**src/dac_params.svh**
```systemverilog
// nanoDAC controller constants
// register offsets, version, reset word and sclk timing
`ifndef DAC_PARAMS_SVH
`define DAC_PARAMS_SVH

// register bus address width
`define DAC_ADDR_W 2

// register offsets, one 16-bit word each
`define DAC_ADDR_VERSION 2'd0
`define DAC_ADDR_WORD 2'd1
`define DAC_ADDR_EN 2'd2
`define DAC_NUM_REGS 3

`define DAC_MODULE_VERSION 16'h0001

// mode 01, data 0, sent once after reset
`define DAC_DEFAULT_WORD 16'h4000

// clk cycles per sclk half period
`define DAC_SCLK_HALF 2

`endif

```
**src/mmi_pkg.sv**
```systemverilog
// register bus types
// request and response bundles between the bus master and the register map
`default_nettype none

`include "dac_params.svh"

package mmi_pkg;

    // master to register map
    typedef struct packed {
        logic                   wvalid;
        logic [`DAC_ADDR_W-1:0] waddr;
        logic [15:0]            wdata;
        logic                   arvalid;
        logic [`DAC_ADDR_W-1:0] raddr;
        logic                   rready;
    } mmi_req_t;

    // register map to master
    typedef struct packed {
        logic        wready;
        // pulses in the cycle the read data appears
        logic        arready;
        logic        rvalid;
        logic [15:0] rdata;
    } mmi_rsp_t;

endpackage

`default_nettype wire

```
**src/dac_pkg.sv**
```systemverilog
// nanoDAC word types
// field layout of the 16-bit DAC frame and the transfer request
`default_nettype none

package dac_pkg;

    // power modes in bits 15..14
    typedef enum logic [1:0] {
        DAC_MODE_NORMAL   = 2'b00,
        DAC_MODE_PD_1K    = 2'b01,
        DAC_MODE_PD_100K  = 2'b10,
        DAC_MODE_TRISTATE = 2'b11
    } dac_mode_t;

    typedef struct packed {
        dac_mode_t   mode;
        logic [7:0]  data;
        // ignored by the DAC
        logic [5:0]  rsvd;
    } dac_fields_t;

    // raw view feeds the shifter, field view is used for the gain merge
    typedef union packed {
        logic [15:0] raw;
        dac_fields_t fields;
    } dac_word_u;

    // one transfer request, stb is a single-cycle pulse
    typedef struct packed {
        logic      stb;
        dac_word_u word;
    } dac_xfer_t;

endpackage

`default_nettype wire

```
**src/dac_reg_map.sv**
```systemverilog
// nanoDAC register map
// decodes bus reads and writes and gain strobes into DAC transfer requests
`timescale 1ns/1ps
`default_nettype none

`include "dac_params.svh"

module dac_reg_map (
    input  var logic               clk_ifc,
    input  var logic               SET_DEFAULT_ON_RESET,
    input  var mmi_pkg::mmi_req_t  mmi_req,
    output mmi_pkg::mmi_rsp_t      mmi_rsp,
    input  var logic               en_mmi_ctrl,
    input  var logic [7:0]         gain,
    input  var logic               gain_stb,
    output dac_pkg::dac_xfer_t     xfer_req
);

    ////////////////////////////////////////////////////////////
    // register state

    dac_pkg::dac_word_u dac_word_q;
    logic               en_q;

    logic               wready_q;
    logic               arready_q;
    logic               rvalid_q;
    logic [15:0]        rdata_q;

    logic               req_stb_q;
    dac_pkg::dac_word_u req_word_q;

    logic               write_hit;
    logic               read_accept;
    dac_pkg::dac_word_u gain_word;
    logic [15:0]        read_mux;

    // only the DAC word is writable, and only when bus control is enabled
    assign write_hit = mmi_req.wvalid && wready_q && en_mmi_ctrl
                    && (mmi_req.waddr == `DAC_ADDR_WORD);

    assign read_accept = mmi_req.arvalid && (!rvalid_q || mmi_req.rready);

    // gain replaces the data field, mode and reserved bits are kept
    always_comb begin
        gain_word             = dac_word_q;
        gain_word.fields.data = gain;
    end

    always_comb begin
        if (mmi_req.raddr >= `DAC_ADDR_W'(`DAC_NUM_REGS)) begin
            read_mux = 16'h0000;
        end else begin
            case (mmi_req.raddr)
                `DAC_ADDR_VERSION: read_mux = `DAC_MODULE_VERSION;
                `DAC_ADDR_WORD:    read_mux = dac_word_q.raw;
                default:           read_mux = {15'd0, en_q};
            endcase
        end
    end

    ////////////////////////////////////////////////////////////
    // register updates and transfer requests

    always_ff @(posedge clk_ifc) begin
        if (SET_DEFAULT_ON_RESET) begin
            dac_word_q.raw <= `DAC_DEFAULT_WORD;
            en_q           <= 1'b0;
            req_stb_q      <= 1'b0;
        end else begin
            en_q      <= en_mmi_ctrl;
            req_stb_q <= write_hit || gain_stb;

            // a bus write wins over a gain strobe in the same cycle
            if (write_hit) begin
                dac_word_q.raw <= mmi_req.wdata;
                req_word_q.raw <= mmi_req.wdata;
            end else if (gain_stb) begin
                req_word_q <= gain_word;
                if (!en_mmi_ctrl) begin
                    dac_word_q <= gain_word;
                end
            end
        end
    end

    ////////////////////////////////////////////////////////////
    // bus handshake

    always_ff @(posedge clk_ifc) begin
        if (SET_DEFAULT_ON_RESET) begin
            wready_q  <= 1'b0;
            arready_q <= 1'b0;
            rvalid_q  <= 1'b0;
        end else begin
            wready_q  <= 1'b1;
            arready_q <= 1'b0;
            if (read_accept) begin
                arready_q <= 1'b1;
                rvalid_q  <= 1'b1;
                rdata_q   <= read_mux;
            end else if (mmi_req.rready) begin
                rvalid_q <= 1'b0;
            end
        end
    end

    assign mmi_rsp.wready  = wready_q;
    assign mmi_rsp.arready = arready_q;
    assign mmi_rsp.rvalid  = rvalid_q;
    assign mmi_rsp.rdata   = rdata_q;

    assign xfer_req.stb  = req_stb_q;
    assign xfer_req.word = req_word_q;

endmodule

`default_nettype wire

```
**src/dac_xfer_sequencer.sv**
```systemverilog
// DAC transfer sequencer
// sends the reset word, then launches requests with one pending slot while busy
`timescale 1ns/1ps
`default_nettype none

`include "dac_params.svh"

module dac_xfer_sequencer (
    input  var logic               clk_ifc,
    input  var logic               SET_DEFAULT_ON_RESET,
    input  var dac_pkg::dac_xfer_t xfer_req,
    output logic                   start,
    output dac_pkg::dac_word_u     tx_word,
    input  var logic               busy,
    input  var logic               done,
    output logic                   initdone,
    output logic                   dac_updated_stb
);

    typedef enum logic [1:0] {
        ST_DEFAULT,
        ST_IDLE,
        ST_ACTIVE
    } state_t;

    state_t             state;
    dac_pkg::dac_word_u pend_word;
    logic               pend_vld;
    logic               init_seen;

    // every finished frame is reported in the cycle done is seen
    assign dac_updated_stb = done && (state == ST_ACTIVE);
    assign initdone        = init_seen || dac_updated_stb;

    ////////////////////////////////////////////////////////////
    // launch control

    always_ff @(posedge clk_ifc) begin
        if (SET_DEFAULT_ON_RESET) begin
            state     <= ST_DEFAULT;
            start     <= 1'b0;
            pend_vld  <= 1'b0;
            init_seen <= 1'b0;
        end else begin
            start <= 1'b0;
            if (dac_updated_stb) begin
                init_seen <= 1'b1;
            end

            case (state)
                // first cycle out of reset
                ST_DEFAULT: begin
                    start       <= 1'b1;
                    tx_word.raw <= `DAC_DEFAULT_WORD;
                    state       <= ST_ACTIVE;
                    if (xfer_req.stb) begin
                        pend_word <= xfer_req.word;
                        pend_vld  <= 1'b1;
                    end
                end

                ST_IDLE: begin
                    if (xfer_req.stb) begin
                        state <= ST_ACTIVE;
                        if (busy) begin
                            // shifter still finishing, wait for its done
                            pend_word <= xfer_req.word;
                            pend_vld  <= 1'b1;
                        end else begin
                            start   <= 1'b1;
                            tx_word <= xfer_req.word;
                        end
                    end
                end

                ST_ACTIVE: begin
                    if (done) begin
                        // newest word wins, older pending one is dropped
                        if (xfer_req.stb) begin
                            start    <= 1'b1;
                            tx_word  <= xfer_req.word;
                            pend_vld <= 1'b0;
                        end else if (pend_vld) begin
                            start    <= 1'b1;
                            tx_word  <= pend_word;
                            pend_vld <= 1'b0;
                        end else begin
                            state <= ST_IDLE;
                        end
                    end else if (xfer_req.stb) begin
                        pend_word <= xfer_req.word;
                        pend_vld  <= 1'b1;
                    end
                end

                default: begin
                    state <= ST_IDLE;
                end
            endcase
        end
    end

endmodule

`default_nettype wire

```
**src/spi_shift_master.sv**
```systemverilog
// write-only SPI frame shifter
// shifts one 16-bit word MSB first, sclk idles high, DAC samples on the fall
`timescale 1ns/1ps
`default_nettype none

`include "dac_params.svh"

module spi_shift_master (
    input  var logic               clk_ifc,
    input  var logic               SET_DEFAULT_ON_RESET,
    input  var logic               start,
    input  var dac_pkg::dac_word_u tx_word,
    output logic                   busy,
    output logic                   done,
    output logic                   sclk,
    output logic                   sync_n,
    output logic                   sdin
);

    localparam int HALF  = `DAC_SCLK_HALF;
    localparam int DIV_W = $clog2(HALF + 1);

    logic [DIV_W-1:0] div_cnt;
    logic [4:0]       fall_cnt;
    // bits still to send after the one on sdin
    logic [14:0]      shreg;
    logic             half_end;

    assign half_end = (div_cnt == DIV_W'(HALF - 1));

    always_ff @(posedge clk_ifc) begin
        if (SET_DEFAULT_ON_RESET) begin
            busy     <= 1'b0;
            done     <= 1'b0;
            sclk     <= 1'b1;
            sync_n   <= 1'b1;
            sdin     <= 1'b0;
            div_cnt  <= '0;
            fall_cnt <= '0;
        end else begin
            done <= 1'b0;
            if (!busy) begin
                if (start) begin
                    // select drops with sclk high and the MSB already driven
                    busy     <= 1'b1;
                    sync_n   <= 1'b0;
                    sclk     <= 1'b1;
                    sdin     <= tx_word.raw[15];
                    shreg    <= tx_word.raw[14:0];
                    div_cnt  <= '0;
                    fall_cnt <= '0;
                end
            end else if (!half_end) begin
                div_cnt <= div_cnt + 1'b1;
            end else begin
                div_cnt <= '0;
                if (sclk) begin
                    sclk     <= 1'b0;
                    fall_cnt <= fall_cnt + 1'b1;
                end else if (fall_cnt == 5'd16) begin
                    // last low half over, close the frame
                    sclk   <= 1'b1;
                    sync_n <= 1'b1;
                    busy   <= 1'b0;
                    done   <= 1'b1;
                end else begin
                    // next bit goes out with the rising edge
                    sclk  <= 1'b1;
                    sdin  <= shreg[14];
                    shreg <= {shreg[13:0], 1'b0};
                end
            end
        end
    end

endmodule

`default_nettype wire

```
**src/dac_ctrl_top.sv**
```systemverilog
// nanoDAC controller top level
// register map, transfer sequencer and SPI shifter
`timescale 1ns/1ps
`default_nettype none

module dac_ctrl_top (
    input  var logic              clk_ifc,
    input  var logic              SET_DEFAULT_ON_RESET,
    input  var mmi_pkg::mmi_req_t mmi_req,
    output mmi_pkg::mmi_rsp_t     mmi_rsp,
    input  var logic              en_mmi_ctrl,
    input  var logic [7:0]        gain,
    input  var logic              gain_stb,
    output logic                  sclk,
    output logic                  sync_n,
    output logic                  sdin,
    output logic                  initdone,
    output logic                  dac_updated_stb
);

    dac_pkg::dac_xfer_t xfer_req;
    dac_pkg::dac_word_u tx_word;
    logic               start;
    logic               busy;
    logic               done;

    dac_reg_map u_reg_map (
        .clk_ifc              (clk_ifc),
        .SET_DEFAULT_ON_RESET (SET_DEFAULT_ON_RESET),
        .mmi_req              (mmi_req),
        .mmi_rsp              (mmi_rsp),
        .en_mmi_ctrl          (en_mmi_ctrl),
        .gain                 (gain),
        .gain_stb             (gain_stb),
        .xfer_req             (xfer_req)
    );

    dac_xfer_sequencer u_sequencer (
        .clk_ifc              (clk_ifc),
        .SET_DEFAULT_ON_RESET (SET_DEFAULT_ON_RESET),
        .xfer_req             (xfer_req),
        .start                (start),
        .tx_word              (tx_word),
        .busy                 (busy),
        .done                 (done),
        .initdone             (initdone),
        .dac_updated_stb      (dac_updated_stb)
    );

    spi_shift_master u_spi (
        .clk_ifc              (clk_ifc),
        .SET_DEFAULT_ON_RESET (SET_DEFAULT_ON_RESET),
        .start                (start),
        .tx_word              (tx_word),
        .busy                 (busy),
        .done                 (done),
        .sclk                 (sclk),
        .sync_n               (sync_n),
        .sdin                 (sdin)
    );

endmodule

`default_nettype wire

```
**config.mk**
```make
export PLATFORM = sky130hd
export DESIGN_NAME = dac_ctrl_top
export DESIGN_NICKNAME = d
export VERILOG_FILES = /design/src/mmi_pkg.sv /design/src/dac_pkg.sv /design/src/dac_reg_map.sv /design/src/dac_xfer_sequencer.sv /design/src/spi_shift_master.sv /design/src/dac_ctrl_top.sv
export VERILOG_INCLUDE_DIRS = /design/src /design/src/src
export SDC_FILE = /design/constraint.sdc
export NUM_CORES = 1
export LEC_CHECK = 0
export BUFFER_PORTS_ARGS = -buffer_cell sky130_fd_sc_hd__buf_4
export CELL_PAD_IN_SITES_DETAIL_PLACEMENT = 1
export CELL_PAD_IN_SITES_GLOBAL_PLACEMENT = 1
export CORE_MARGIN = 5
export CORE_UTILIZATION = 51
export DETAILED_ROUTE_END_ITERATION = 10
export PLACE_DENSITY_LB_ADDON = 0.1
export SYNTH_ARGS = -nofsm -noshare
export SYNTH_HDL_FRONTEND = slang
export SYNTH_SLANG_ARGS = --single-unit
```
**constraint.sdc**
```tcl
create_clock -name clk_ifc -period 6.8 [get_ports clk_ifc]
set_input_delay 0.68 -clock clk_ifc [delete_from_list [all_inputs] [get_ports clk_ifc]]
set_output_delay 0.68 -clock clk_ifc [all_outputs]
set_load 0.03 [all_outputs]
```
======== Word level (Yosys, flattened, before mapping) ========
Cells that the tools add are included.
cells by class
  reduce and logical (&&, ||, !) cells .... 28
  $lt $le $gt $ge ......................... 1
  muxes and demuxes ....................... 69
  bitwise logic cells ..................... 3
  add/subtract/negate cells ............... 2
  equality and inequality tests ........... 20
operators with widths
  cell                   count
  $mux W16               13
  $pmux W16 S3           2
  $mux W15               5
  $mux W1                33
  $pmux W16 S2           1
  $mux W5                4
  $ne A2 B2 Y1 const B   10
  $mux W14               1
  $mux W2                7
  $reduce_and A4 Y1      3
  $reduce_and A5 Y1      2
  $eq A2 B1 Y1 const B   4
  $reduce_and A2 Y1      4
  $ne A2 B1 Y1 const B   3
  $pmux W1 S3            2
  $pmux W2 S3            1
  $reduce_and A3 Y1      2
  $reduce_and A6 Y1      1
  $reduce_bool A2 Y1     3
  $add A5 B1 Y5 const B  1
  $eq A5 B5 Y1 const B   1
  $logic_and A1 B1 Y1    5
  $logic_not A2 Y1       2
  $reduce_or A4 Y1       1
  other kinds (8)        12
storage, ports and cells
  word-level logic and storage cells ...... 146
  input port bits ......................... 35
  output and inout bits ................... 24
  bits in registers ....................... 117

======== Logic depth before layout (Yosys ltp) ========
  word-level depth ........................ 5
  gate-level depth with buffers ........... 6
  depth with buffers taken out ............ 5

======== Modules after synthesis ========
A second synthesis with hierarchy kept.
unflattened totals
  cells, all modules ...................... 395
  area, all modules ....................... 5345.1 um^2
by module, submodules not included
  module              seq. area each (um^2)  times used  cells each  area an instance (um^2)
  dac_reg_map         1381.3                 1           157         2219.6
  dac_xfer_sequencer  1061.0                 1           146         1939.4
  spi_shift_master    690.7                  1           92          1186.1

======== Worst setup path after synthesis ========
Ideal clock, no wire load.
  path type ............................... in2reg
  start point ............................. input SET_DEFAULT_ON_RESET
  end point ............................... register u_sequencer.pend_word[0] in the netlist's numbering, enable pin
  slack ................................... 3.655 ns
  stages .................................. 3
  arrival time ............................ 2.714 ns
  data required time ...................... 6.370 ns
  library setup time ...................... 0.430 ns
  path buffers ............................ 2
  cells stage by stage .................... clkbuf_1 clkbuf_1 nor4_1
between the ends
  word-level cells in the longest chain between the ends .. 2
RTL lines
  element                      line                      RTL
  start, declared              dac_ctrl_top.sv:8         input var logic SET_DEFAULT_ON_RESET,
  $not A1 Y1 (no line)         -
  $reduce_and A5 Y1 (no line)  -
  end signal, assigned         dac_xfer_sequencer.sv:57  pend_word <= xfer_req.word;
  end signal, assigned         dac_xfer_sequencer.sv:67  pend_word <= xfer_req.word;
  end signal, assigned         dac_xfer_sequencer.sv:91  pend_word <= xfer_req.word;
  end, declared                dac_xfer_sequencer.sv:27  dac_pkg::dac_word_u pend_word;
Every way passes these cells.
A chain may end at the register's enable or synchronous reset.

======== Final worst setup path ========
  start point ............................. register u_sequencer.state[0]
  end point ............................... output initdone
between the ends
  word-level cells in the longest chain between the ends .. 3
RTL lines
  element                 line                      RTL
  start, declared         dac_xfer_sequencer.sv:26  state_t state;
  start signal, assigned  dac_xfer_sequencer.sv:40  state <= ST_DEFAULT;
  start signal, assigned  dac_xfer_sequencer.sv:55  state <= ST_ACTIVE;
  start signal, assigned  dac_xfer_sequencer.sv:64  state <= ST_ACTIVE;
  $eq A2 B2 Y1            dac_xfer_sequencer.sv:32  assign dac_updated_stb = done && (state == ST_ACTIVE);
  $logic_and A1 B1 Y1     dac_xfer_sequencer.sv:32
  $logic_or A1 B1 Y1      dac_xfer_sequencer.sv:33  assign initdone = init_seen || dac_updated_stb;
  end, declared           dac_ctrl_top.sv:17        output logic initdone,
Every way passes these cells.

==> metrics.txt <==
status=finished, final reports clean; io pins=59; post-synthesis register bit count=117; Tmin final=3.010 ns; mean post-synth cell area=12.96 µm²; Synth warnings=0; Post-synth top cells=edfxtp_1, mux2_2, dfxtp_1; switching part of the total power=28.03%; # DRC=0; Synth Flop Type=edfxtp_1; Initial DRT Pass Iterations=4; Worst-Skew Late Latency=0.53 ns; # port buffers=58; GP Congestion=0.7486; hold crit path type=in2reg; n_diodes=0; Final Hold Vio Count=0; Setup TNS Final=0 ns; worst r2r path cells=3; layout cells sized above 1=33.48%; clock root buffer=clkbuf_8; min-delay src=mmi_req[3]; peak fanout along the critical path=22; Area Growth Syn to Fin=21.67%; CTS tree=done; clk slew on worst S/H paths=0.06 ns; Total Wirelength=12,070 µm; Mapped Nets=443; Clock Sinks=117; ANT nets after route=0; crit end category=output port; # fillers=960; core area=0.009864 mm²; post-synthesis cell type count=45; Vert. Die Dim=111.1 µm; nets=497; Area contributors post-synth=edfxtp_1, dfxtp_1, mux2_2, nor2b_1, a22oi_1; Worst Path Required=6.12 ns; placed cells=570; Int Power=1.795 mW; Detailed Place HPWL=7614 µm; count of final setup violators=0; Slew headroom=11.71%; reg-to-reg endpoint=u_spi.shreg[13]; Via Count=3,447; Static Leak=2.347 nW; chip width=111.1 µm; GRT Residual Overflow=0; critical path class=reg2out; post-synthesis instance area=0.005209 mm²; Seq pwr share=41.0%; setup ws final=3.790 ns; initial antenna violation count=0; setup repair bufs after CTS=0; Setup crit start kind=flip-flop; largest net degree at the start of global routing=35; combinational power share=20.7%; Seq/Total Area, Yosys=60.15%; switching pwr=0.6991 mW; count of hold-fix buffers inserted at cts=0; hold_ws=0.3789 ns; vias in the first global route=3,792; Final Cycle Share=44.27%; first-pass GRT wire length=20,040 µm; row count=36; Worst Setup Slack post-DPL=3.993 ns; Clk pwr share=38.4%; Max clock buf depth=2; Clock Skews=0.008370 ns; R2R Path Start=u_spi.busy; Max Slew Vio Count=0; max-cap viol count=0; cell taking the most area after synthesis=edfxtp_1; power per cell area=393.6 mW/mm²; DRT iter0 DRCs=171; R2R Setup Slk=4.10 ns; WL/cell=20.05 µm; GRT Total Usage=20.61%; Die ar.=0.01233 mm²; Worst Hold Endpoint=u_reg_map.rvalid_q; htree depth=4; Post-synth ARST share=0%; Total Power=2.494 mW; Data arrival, critical path=2.33 ns; Max Fclk=332.2 MHz; RSZ-0062 raised after global routing=no; worst vdd ir=216.7 µV; Resized cells post-CTS=0; TritonCTS Buffers=17; Mapped Cells=402; actual slew at the worst max-slew pin=1.319 ns; EDFF count, synth=79; Via density=5.726; Post-Layout Cell Count=602; Hold Path Depth=3; Initial Util=52.80%; Yosys top cell area share=45.54%; most instantiated library cell after synthesis=edfxtp_1
[state kept, by name, summed over array words and instances, names as in the netlist]
register and count:
u_reg_map.req_word_q 16, u_spi.sync_n 1, u_spi.fall_cnt 5, u_sequencer.start 1, u_sequencer.pend_vld 1, u_sequencer.init_seen 1, u_sequencer.pend_word 16, u_reg_map.dac_word_q 16
u_spi.sclk 1, u_reg_map.arready_q 1, u_sequencer.tx_word 16, u_spi.busy 1, u_reg_map.wready_q 1, u_reg_map.rdata_q 16, u_reg_map.rvalid_q 1, u_spi.done 1
u_reg_map.req_stb_q 1, u_spi.sdin 1, u_spi.shreg 15, u_spi.div_cnt 2, u_sequencer.state 2, u_reg_map.en_q 1
[final cells by class]
| cell class | instances | area [µm²] | share of cell area (%) |
|---|---|---|---|
| timing repair buffer | 62 | 465.4 | 7.345 |
| sequential | 117 | 3133 | 49.44 |
| clock inverter | 14 | 200.2 | 3.159 |
| tap | 133 | 166.4 | 2.626 |
| clock buffer | 18 | 427.9 | 6.752 |
| inverter | 8 | 30.03 | 0.4738 |
| multi-input combinational | 250 | 1914 | 30.21 |
[critical path: stages, from the launching register on]
cell and delay (ns):
dfxtp_1 0.34, inv_1 0.10, ha_1 0.73, and2_1 0.34, or2_2 0.15, buf_4 0.15
[logic make-up after synthesis]
family                   after synthesis  share of synthesized area [%]
adder cells (fa/ha/maj)                6                          1.441
flip-flops                           117                          60.15
multiplexers                          63                          13.40
XOR/XNOR                               1                         0.1682
buffers and inverters                 35                          3.315
AND/OR/NAND/NOR                      112                          12.76
AO/OA/AOI/OAI                         68                          8.768
[per-stage QoR]
step | util (%) | cell area [µm²]
floorplan | - | 5209
global placement | 57.88 | 5709
detailed placement | 57.88 | 5709
CTS | 64.24 | 6337
global route | 64.24 | 6337
finish | 64.24 | 6337
[power by group through the flow]
stage               clock network, mW  registers [mW]  logic (mW)
floorplan                           0            1.00       0.390
global placement                    0            1.02       0.496
detailed placement                  0            1.03       0.514
CTS                             0.970            1.02       0.524
global route                     1.01            1.04       0.568
finish                          0.957            1.02       0.515
[layout by cell type, fill, tap and decap left out, types with 13 or more instances in the layout]
| cell type | count |
|---|---|
| a211oi_1 | 13 |
| a21oi_1 | 14 |
| a22oi_1 | 15 |
| and2_1 | 18 |
| buf_4 | 62 |
| clkbuf_16 | 16 |
| dfxtp_1 | 38 |
| edfxtp_1 | 79 |
| mux2_2 | 54 |
| nand2_1 | 17 |
| nand3_1 | 15 |
| nor2b_1 | 22 |
| o21ai_0 | 13 |
[worst max-delay path by stage]
stage,endpoint,startpoint,depth (start not counted),slack [ns]
2_1_floorplan,u_sequencer.pend_word[0],SET_DEFAULT_ON_RESET,3,3.66
3_3_place_gp,u_reg_map.req_word_q[10],mmi_req[21],4,4.05
3_5_place_dp,u_reg_map.req_word_q[11],mmi_req[21],4,3.99
4_1_cts,initdone,u_sequencer.state[0],5,3.76
5_1_grt,initdone,u_sequencer.state[0],5,3.63
6_report,initdone,u_sequencer.state[0],5,3.79
[layer usage]
| metal | up-vias | GRT usage, % | wire length [µm] |
|---|---|---|---|
| met5 | - | 0 | 0 |
| met4 | 0 | 8.435 | 301 |
| met3 | 31 | 6.168 | 550 |
| met2 | 98 | 34.10 | 6017 |
| met1 | 1712 | 25.23 | 5204 |
| li1 | 1606 | - | - |
Note: power is estimated with default switching activity, not from simulation.
